### config.mk
export PLATFORM = sky130hd
export DESIGN_NAME = rv3n_core_top
export DESIGN_NICKNAME = d
export VERILOG_FILES = /design/src/rv3n_pkg.sv /design/src/rv3n_chain_if.sv /design/src/rv3n_issue.sv /design/src/rv3n_stage_ch.sv /design/src/rv3n_gsr.sv /design/src/rv3n_core_top.sv
export VERILOG_INCLUDE_DIRS = /design/src
export SDC_FILE = /design/constraint.sdc
export NUM_CORES = 2
export LEC_CHECK = 0
export CAP_MARGIN = 30
export CORE_ASPECT_RATIO = 1.25
export CORE_UTILIZATION = 35
export CTS_CLUSTER_SIZE = 10
export DETAILED_ROUTE_END_ITERATION = 12
export DONT_BUFFER_PORTS = 1
export PLACE_DENSITY = 0.56
export RECOVER_POWER = 50
export SLEW_MARGIN = 5
export SYNTH_ARGS = -nofsm -noshare
export SYNTH_HDL_FRONTEND = slang
export SYNTH_SLANG_ARGS = --single-unit
### constraint.sdc
create_clock -name i_clk -period 11.4 [get_ports i_clk]
set_clock_uncertainty 0.2 [all_clocks]
set_input_delay 0.57 -clock i_clk [delete_from_list [all_inputs] [get_ports i_clk]]
set_output_delay 0.57 -clock i_clk [all_outputs]
set_load 0.02 [all_outputs]
### src/rv3n_cfg.svh
/*
 * rv3n core sizing
 * word width, register file size and chain depth shared by
 * every block of the core
 */
`ifndef RV3N_CFG_SVH
`define RV3N_CFG_SVH

// data path
`define RV3N_XLEN 32

// general registers
`define RV3N_REG_NUM 32
`define RV3N_RGBIT 5

// number of chain stages behind the issue unit
`define RV3N_CHAIN_LEN 4

`endif

### src/rv3n_pkg.sv
/*
 * rv3n shared types
 * ALU opcodes, the forwarding entry seen by the issue unit
 * and the ALU evaluation used by the chain stages
 */
`include "rv3n_cfg.svh"

package rv3n_pkg;

	typedef enum logic [2:0] {
		ALU_ADD = 3'd0,
		ALU_SUB = 3'd1,
		ALU_AND = 3'd2,
		ALU_OR  = 3'd3,
		ALU_XOR = 3'd4,
		ALU_SLL = 3'd5,
		ALU_SRL = 3'd6,
		ALU_SLT = 3'd7
	} alu_op_t;

	// one link as the issue unit sees it
	typedef struct packed {
		logic                   valid;
		logic                   done;
		logic [`RV3N_RGBIT-1:0] rd;
		logic [`RV3N_XLEN-1:0]  result;
	} fwd_t;

	function automatic logic [`RV3N_XLEN-1:0] alu_eval(
		input alu_op_t               op,
		input logic [`RV3N_XLEN-1:0] a,
		input logic [`RV3N_XLEN-1:0] b
	);
		logic [`RV3N_XLEN-1:0] res;
		case (op)
			ALU_ADD: res = a + b;
			ALU_SUB: res = a - b;
			ALU_AND: res = a & b;
			ALU_OR:  res = a | b;
			ALU_XOR: res = a ^ b;
			// shift amount from operand 1
			ALU_SLL: res = a << b[4:0];
			ALU_SRL: res = a >> b[4:0];
			ALU_SLT: res = {{(`RV3N_XLEN-1){1'b0}}, ($signed(a) < $signed(b))};
			default: res = '0;
		endcase
		return res;
	endfunction

endpackage

### src/rv3n_chain_if.sv
/*
 * rv3n chain link
 * one package between two neighbours of the chain, plus the
 * common step and a read-only view for forwarding
 */
`include "rv3n_cfg.svh"

interface rv3n_chain_if;
	import rv3n_pkg::*;

	logic                   valid;
	logic                   done;
	alu_op_t                op;
	logic [`RV3N_RGBIT-1:0] rd;
	logic [`RV3N_XLEN-1:0]  opa;
	logic [`RV3N_XLEN-1:0]  opb;
	logic [`RV3N_XLEN-1:0]  result;
	// advance strobe shared by all links
	logic                   step;

	//------------------------------------------------------------
	// views
	//------------------------------------------------------------
	modport src (
		output valid, done, op, rd, opa, opb, result, step
	);

	modport dst (
		input valid, done, op, rd, opa, opb, result, step
	);

	modport lookup (
		input valid, done, rd, result
	);

endinterface

### src/rv3n_issue.sv
/*
 * rv3n issue unit
 * takes one pre-decoded ALU instruction per cycle, resolves its
 * operands from the register file or the chain, stalls one cycle
 * on an uncomputed producer and launches the package into link 0
 */
`include "rv3n_cfg.svh"

module rv3n_issue (
	input  logic                   i_clk,
	input  logic                   i_rst,
	input  logic                   i_req,
	input  rv3n_pkg::alu_op_t      i_op,
	input  logic [`RV3N_RGBIT-1:0] i_rd,
	input  logic [`RV3N_RGBIT-1:0] i_rs0,
	input  logic [`RV3N_RGBIT-1:0] i_rs1,
	input  logic                   i_use_imm,
	input  logic [`RV3N_XLEN-1:0]  i_imm,
	input  logic                   i_hold,
	output logic                   o_ready,
	input  rv3n_pkg::fwd_t         i_fwd [`RV3N_CHAIN_LEN:0],
	output logic [`RV3N_RGBIT-1:0] o_rs0_order,
	output logic [`RV3N_RGBIT-1:0] o_rs1_order,
	input  logic [`RV3N_XLEN-1:0]  i_rs0_data,
	input  logic [`RV3N_XLEN-1:0]  i_rs1_data,
	rv3n_chain_if.src              out
);
	import rv3n_pkg::*;

	logic                   run_q;
	logic                   step;
	logic                   accept;
	logic                   hazard;
	logic                   rs0_pend;
	logic                   rs1_pend;
	logic [`RV3N_XLEN-1:0]  rs0_val;
	logic [`RV3N_XLEN-1:0]  rs1_val;
	logic                   valid_q;
	alu_op_t                op_q;
	logic [`RV3N_RGBIT-1:0] rd_q;
	logic [`RV3N_XLEN-1:0]  opa_q;
	logic [`RV3N_XLEN-1:0]  opb_q;

	// youngest link wins, so scan from the last link down to link 0
	// msb of the result flags a producer that has not computed yet
	function automatic logic [`RV3N_XLEN:0] pick(
		input logic [`RV3N_RGBIT-1:0] idx,
		input logic [`RV3N_XLEN-1:0]  gsr_data,
		input fwd_t                   fwd [`RV3N_CHAIN_LEN:0]
	);
		logic                  pend;
		logic [`RV3N_XLEN-1:0] data;
		pend = 1'b0;
		data = gsr_data;
		for (int k = `RV3N_CHAIN_LEN; k >= 0; k--) begin
			if (fwd[k].valid && (fwd[k].rd == idx)) begin
				pend = !fwd[k].done;
				data = fwd[k].result;
			end
		end
		// x0
		if (idx == '0) begin
			pend = 1'b0;
			data = '0;
		end
		return {pend, data};
	endfunction

	//------------------------------------------------------------
	// operand resolve and hazard
	//------------------------------------------------------------
	assign o_rs0_order = i_rs0;
	assign o_rs1_order = i_rs1;

	assign {rs0_pend, rs0_val} = pick(i_rs0, i_rs0_data, i_fwd);
	assign {rs1_pend, rs1_val} = pick(i_rs1, i_rs1_data, i_fwd);

	// operand 1 is not read when the immediate replaces it
	assign hazard  = rs0_pend || (rs1_pend && !i_use_imm);
	assign step    = !i_hold;
	assign o_ready = run_q && step && !hazard;
	assign accept  = i_req && o_ready;

	//------------------------------------------------------------
	// link 0
	//------------------------------------------------------------
	always_ff @(posedge i_clk) begin
		if (i_rst) begin
			run_q   <= 1'b0;
			valid_q <= 1'b0;
		end else begin
			run_q <= 1'b1;
			// bubble when nothing is taken
			if (step) begin
				valid_q <= accept;
			end
		end
	end

	always_ff @(posedge i_clk) begin
		if (accept) begin
			op_q  <= i_op;
			rd_q  <= i_rd;
			opa_q <= rs0_val;
			opb_q <= i_use_imm ? i_imm : rs1_val;
		end
	end

	assign out.valid  = valid_q;
	assign out.done   = 1'b0;
	assign out.op     = op_q;
	assign out.rd     = rd_q;
	assign out.opa    = opa_q;
	assign out.opb    = opb_q;
	assign out.result = '0;
	assign out.step   = step;

	a_link0_hold: assert property (
		@(posedge i_clk) disable iff (i_rst)
		!out.step |=> $stable({out.valid, out.op, out.rd, out.opa, out.opb})
	) else $error("link 0 changed while the chain was held");

endmodule

### src/rv3n_stage_ch.sv
/*
 * rv3n chain stage
 * carries one package forward on each step and computes the
 * ALU result for a package that arrives without one
 */
`include "rv3n_cfg.svh"

module rv3n_stage_ch (
	input  logic      i_clk,
	input  logic      i_rst,
	rv3n_chain_if.dst in,
	rv3n_chain_if.src out
);
	import rv3n_pkg::*;

	logic                   valid_q;
	logic                   done_q;
	alu_op_t                op_q;
	logic [`RV3N_RGBIT-1:0] rd_q;
	logic [`RV3N_XLEN-1:0]  opa_q;
	logic [`RV3N_XLEN-1:0]  opb_q;
	logic [`RV3N_XLEN-1:0]  result_q;

	always_ff @(posedge i_clk) begin
		if (i_rst) begin
			valid_q <= 1'b0;
			done_q  <= 1'b0;
		end else if (in.step) begin
			valid_q <= in.valid;
			// anything valid leaves this stage computed
			done_q  <= in.valid;
		end
	end

	always_ff @(posedge i_clk) begin
		if (in.step) begin
			op_q  <= in.op;
			rd_q  <= in.rd;
			opa_q <= in.opa;
			opb_q <= in.opb;
			if (in.valid && !in.done) begin
				result_q <= alu_eval(in.op, in.opa, in.opb);
			end else begin
				result_q <= in.result;
			end
		end
	end

	//------------------------------------------------------------
	// outgoing link apart from the step
	//------------------------------------------------------------
	assign out.valid  = valid_q;
	assign out.done   = done_q;
	assign out.op     = op_q;
	assign out.rd     = rd_q;
	assign out.opa    = opa_q;
	assign out.opb    = opb_q;
	assign out.result = result_q;

	a_out_done: assert property (
		@(posedge i_clk) disable iff (i_rst)
		out.valid |-> (out.done && (out.result == alu_eval(out.op, out.opa, out.opb)))
	) else $error("valid package left a stage without its result");

endmodule

### src/rv3n_gsr.sv
/*
 * rv3n general register file
 * two read ports for the issue unit, written from the last link
 * of the chain, which also drives the retirement outputs
 */
`include "rv3n_cfg.svh"

module rv3n_gsr (
	input  logic                   i_clk,
	input  logic                   i_rst,
	input  logic [`RV3N_RGBIT-1:0] i_rs0_order,
	input  logic [`RV3N_RGBIT-1:0] i_rs1_order,
	output logic [`RV3N_XLEN-1:0]  o_rs0_data,
	output logic [`RV3N_XLEN-1:0]  o_rs1_data,
	rv3n_chain_if.dst              last,
	output logic                   o_wb_valid,
	output logic [`RV3N_RGBIT-1:0] o_wb_rd,
	output logic [`RV3N_XLEN-1:0]  o_wb_data
);

	logic [`RV3N_XLEN-1:0] regs [`RV3N_REG_NUM];
	logic                  wr_en;

	// retire on a stepping edge, x0 stays untouched
	assign wr_en = last.step && last.valid && (last.rd != '0);

	//------------------------------------------------------------
	// storage
	//------------------------------------------------------------
	always_ff @(posedge i_clk) begin
		if (i_rst) begin
			for (int i = 0; i < `RV3N_REG_NUM; i++) begin
				regs[i] <= '0;
			end
		end else if (wr_en) begin
			regs[last.rd] <= last.result;
		end
	end

	// x0 reads zero since it is never written
	assign o_rs0_data = regs[i_rs0_order];
	assign o_rs1_data = regs[i_rs1_order];

	//------------------------------------------------------------
	// retirement view
	//------------------------------------------------------------
	assign o_wb_valid = last.valid;
	assign o_wb_rd    = last.rd;
	assign o_wb_data  = last.result;

	a_x0_zero: assert property (
		@(posedge i_clk) disable iff (i_rst)
		regs[0] == '0
	) else $error("register 0 was written");

endmodule

### src/rv3n_core_top.sv
/*
 * rv3n execution core
 * issue unit, a chain of identical stages advancing on one step,
 * and the register file draining the last link
 */
`include "rv3n_cfg.svh"

module rv3n_core_top (
	input  logic                   i_clk,
	input  logic                   i_rst,
	input  logic                   i_req,
	input  logic [2:0]             i_op,
	input  logic [`RV3N_RGBIT-1:0] i_rd,
	input  logic [`RV3N_RGBIT-1:0] i_rs0,
	input  logic [`RV3N_RGBIT-1:0] i_rs1,
	input  logic                   i_use_imm,
	input  logic [`RV3N_XLEN-1:0]  i_imm,
	input  logic                   i_hold,
	output logic                   o_ready,
	output logic                   o_wb_valid,
	output logic [`RV3N_RGBIT-1:0] o_wb_rd,
	output logic [`RV3N_XLEN-1:0]  o_wb_data
);
	import rv3n_pkg::*;

	alu_op_t                op_in;
	fwd_t                   fwd [`RV3N_CHAIN_LEN:0];
	logic [`RV3N_RGBIT-1:0] rs0_order;
	logic [`RV3N_RGBIT-1:0] rs1_order;
	logic [`RV3N_XLEN-1:0]  rs0_data;
	logic [`RV3N_XLEN-1:0]  rs1_data;

	genvar k;

	// link 0 from issue, link k+1 from stage k
	rv3n_chain_if u_link [`RV3N_CHAIN_LEN:0] ();

	assign op_in = alu_op_t'(i_op);

	//------------------------------------------------------------
	// issue
	//------------------------------------------------------------
	rv3n_issue u_issue (
		.i_clk       (i_clk),
		.i_rst       (i_rst),
		.i_req       (i_req),
		.i_op        (op_in),
		.i_rd        (i_rd),
		.i_rs0       (i_rs0),
		.i_rs1       (i_rs1),
		.i_use_imm   (i_use_imm),
		.i_imm       (i_imm),
		.i_hold      (i_hold),
		.o_ready     (o_ready),
		.i_fwd       (fwd),
		.o_rs0_order (rs0_order),
		.o_rs1_order (rs1_order),
		.i_rs0_data  (rs0_data),
		.i_rs1_data  (rs1_data),
		.out         (u_link[0])
	);

	//------------------------------------------------------------
	// chain
	//------------------------------------------------------------
	generate
	for (k = 0; k < `RV3N_CHAIN_LEN; k++) begin : gen_stage_ch
		rv3n_stage_ch u_stage_ch (
			.i_clk (i_clk),
			.i_rst (i_rst),
			.in    (u_link[k]),
			.out   (u_link[k+1])
		);

		// common step
		assign u_link[k+1].step = u_link[0].step;
	end
	endgenerate

	// forwarding entries, youngest first
	generate
	for (k = 0; k <= `RV3N_CHAIN_LEN; k++) begin : gen_fwd
		assign fwd[k] = {u_link[k].valid, u_link[k].done, u_link[k].rd, u_link[k].result};
	end
	endgenerate

	//------------------------------------------------------------
	// register file and writeback
	//------------------------------------------------------------
	rv3n_gsr u_gsr (
		.i_clk       (i_clk),
		.i_rst       (i_rst),
		.i_rs0_order (rs0_order),
		.i_rs1_order (rs1_order),
		.o_rs0_data  (rs0_data),
		.o_rs1_data  (rs1_data),
		.last        (u_link[`RV3N_CHAIN_LEN]),
		.o_wb_valid  (o_wb_valid),
		.o_wb_rd     (o_wb_rd),
		.o_wb_data   (o_wb_data)
	);

endmodule

==> flow_summary.yaml <==
placed_design:
  globalplace.congestion: 1.02
  port-buffer-count: 0
  hpwl_mm: 159
clocking:
  cts_inserted_buffers: 146
  cts.sinks: 1250
  holdBufCountCts: 74
  cts_tree: "done"
  clk_latency_ns: 0.80
  root_buffer: "clkbuf_16"
  clockBufferDepth: 3
  htreeDepth: 4
  cts_resized: 0
  post_cts.repair.setup_buffers: 0
  path_clk_slew_ns: 0.05
cells_and_area:
  area_growth_pct: 10.4
  nNetsFinal: 5239
  finish.utilization_pct: 39.0
  layout-drive-gt1-share_pct: 20.4
setup_path:
  reg2reg_from: "gen_stage_ch[3].u_stage_ch.out.done"
  cp-end-kind: "register"
  endpoint: "gen_stage_ch[2].u_stage_ch.out.result[19]"
  rrSetupSlack_ns: 4.89
  critPathArrivalTime_ns: 7.94
  worstSetupPathType: "in -> reg"
  critPathMaxFanout: 69
  required_ns: 11.50
  worst_r2r_path_depth: 6
  r2r_end: "u_gsr.regs[14][28]"
  cp-startpoint: "i_hold"
  start_kind: "input pin"
synthesis:
  synth-simple-area-share_pct: 12.1
  synthXorXnorAreaFrac_pct: 0.784
  synth_cells: 5200
  synth-compound-area-share_pct: 7.36
  async_flop_share_pct: 0
  synth-edff-count: 1244
  synth_top_family_by_area: "multiplexers"
  ys.flop_type: "edfxtp_1"
  synth.area.mux_share_pct: 22.9
  ys_seq_area_share_pct: 51.6
  ys_types: 95
  synth_area_leader_cell: "edfxtp_1"
  avgSynthCellArea_um2: 14.0
  yosys.area.top_type_share_pct: 51.4
  synth.top_cells.by_count: "1244 x edfxtp_1, 998 x and2_1, 688 x mux4_2, 363 x clkbuf_1, 196 x nand2_1"
  synthesis.area_um2: 72600
  synth_area_leaders: "edfxtp_1 51%, mux4_2 21%, and2_1 8.6%, clkbuf_1 1.9%, ha_1 1.7%"
  ys_seq_elements: 1250
  yosysWarnings: 0
  yosysMostFrequentCell: "edfxtp_1"
  synthAdderAreaFrac_pct: 1.73
die:
  start_util_pct: 35.3
  die_h_um: 511
  die-area_um2: 209000
  num_io_pins: 94
  row_count: 186
  core_area_um2: 206000
  die_w_um: 409
power:
  combPwrFrac_pct: 11.2
  p_seq_share_pct: 49.3
  powerDensity_nw_per_um2: 135
  ir_worst_vdd_mv: 0.128
  p_leak_uw: 0.0276
  sw_frac_of_total_pct: 24.6
  p_sw_uw: 2670
  pwr-share-clk_pct: 39.5
  p_int_uw: 8190
global_route:
  grt_pass1_vias: 48800
  grt_pass1_wl_mm: 370
  track_usage_pct: 24.7
  antenna_found_initial: 13
  grt_max_degree: 263
  overflow: 0
route:
  via_count: 47700
  routed_via_density: 6.08
  first_iter_violations: 5490
  post_drt_wl_per_cell_um: 33.2
  drt_first_pass_iters: 6
  drc: 0
  drt_wl_total_mm: 261
  ant_nets: 0
sta:
  fmax_mhz: 127
  tns_ns: 0
  setup_viol: 0
  worst_pin_slew_ns: 4.01
  rsz0062_at_grt: "no"
  max-slew-margin-rel_pct: -167
  drv_slew: 2296
  hold_viol_final: 0
  timing.final.crit_period_ns: 7.84
  period_share_pct: 68.8
min_path:
  hold_class: "in -> reg"
job:
  drv_cap: 68
status:
  outcome: "finished with violations"
  violations: "max-capacitance violations, max-slew violations"
==> metrics by stage <==
step	setup WS (ns)	cells	power, uW	instance area [um2]	hold slack (ns)
2_1_floorplan	3.90	5231	6290	72700	0.250
3_3_place_gp	6.58	7583	6600	75700	0.263
3_5_place_dp	6.59	7587	6610	75800	0.266
4_1_cts	6.56	7844	10900	80600	0.0148
5_1_grt	3.23	7849	11100	80200	0.0181
6_report	3.56	7850	10900	80200	0.0527
==> metal layers <==
layer  vias up  share of wire (%)  global-route usage (%)
met1     25100                 37                    29.8
li1      19900                  -                       -
met2      2221                 50                    42.5
met3       525                7.8                    5.31
met5         -             0.0050                       0
met4         2                4.7                    10.2
==> power groups by stage <==
| stage | Sequential (uW) | Combinational, uW | Clock (uW) |
|---|---|---|---|
| after global placement | 5420 | 1180 | 0 |
| after global routing | 5370 | 1270 | 4510 |
| after floorplan | 5420 | 877 | 0 |
| after CTS | 5340 | 1210 | 4360 |
| final | 5350 | 1210 | 4290 |
| after detailed placement | 5430 | 1180 | 0 |
==> kinds of logic (layout without fill, tap and decap cells) <==
kind of cell | count (synthesis) | after routing
AND/OR/NAND/NOR | 1553 | 1553
flip-flops | 1250 | 1250
AO/OA/AOI/OAI | 809 | 809
multiplexers | 799 | 799
buffers and inverters | 624 | 513
adder cells (fa/ha/maj) | 99 | 99
XOR/XNOR | 65 | 65
other | 1 | 36
==> worst min path at each step <==
stage | start | end | slack (ns) | depth (start not counted)
5_1_grt | i_use_imm | u_issue.out.opb[14] | 0.02 | 2
3_3_place_gp | gen_stage_ch[1].u_stage_ch.out.result[11] | gen_stage_ch[2].u_stage_ch.out.result[11] | 0.26 | 0
3_5_place_dp | gen_stage_ch[1].u_stage_ch.out.result[6] | gen_stage_ch[2].u_stage_ch.out.result[6] | 0.27 | 0
2_1_floorplan | gen_stage_ch[2].u_stage_ch.out.result[10] | gen_stage_ch[3].u_stage_ch.out.result[10] | 0.25 | 0
6_report | i_use_imm | u_issue.out.opb[14] | 0.05 | 2
4_1_cts | i_req | u_issue.out.opb[24] | 0.01 | 1
==> critical path, stage by stage <==
cell           delay, ns
dlygate4sd3_1       0.73
clkinvlp_2          1.41
clkbuf_1            2.16
clkbuf_1            2.92
==> flip-flops by register name (all words and copies together) (netlist names) <==
register / flops
u_issue.out.valid: 1
u_gsr.regs: 1024
u_issue.out.op: 3
gen_stage_ch.u_stage_ch.out.rd: 20
gen_stage_ch.u_stage_ch.out.result: 128
u_issue.run_q: 1
gen_stage_ch.u_stage_ch.out.done: 4
u_issue.out.opb: 32
u_issue.out.opa: 32
u_issue.out.rd: 5
==> layout by cell type (no fill, tap or decap), types with 33 or more instances in the layout <==
master / Yosys / final
dlygate4sd3_1: 0 / 73
edfxtp_1: 1244 / 1244
clkbuf_1: 363 / 82
nand2_1: 196 / 195
inv_1: 97 / 96
a21oi_1: 185 / 185
and2_0: 0 / 260
mux4_2: 688 / 688
ha_1: 97 / 97
o21ai_0: 114 / 127
a221oi_1: 36 / 36
o22ai_1: 76 / 76
nand3_1: 42 / 41
o221ai_1: 36 / 36
mux2i_1: 98 / 98
buf_4: 15 / 83
and2_1: 998 / 738
nor2_1: 171 / 149
a22oi_1: 63 / 63
xor2_1: 39 / 39
o211ai_1: 33 / 33
clkbuf_16: 0 / 152
==> area by class of cell <==
type	instances	area (um2)
tap	2726	3410
inverter	101	380
timing repair buffer	229	1700
fill	19200	126000
clock buffer	168	3880
multi-input combinational	3357	33100
sequential	1250	37500
clock inverter	15	190
antenna	4	10.0
No activity file was read; power rests on OpenSTA's default activity.
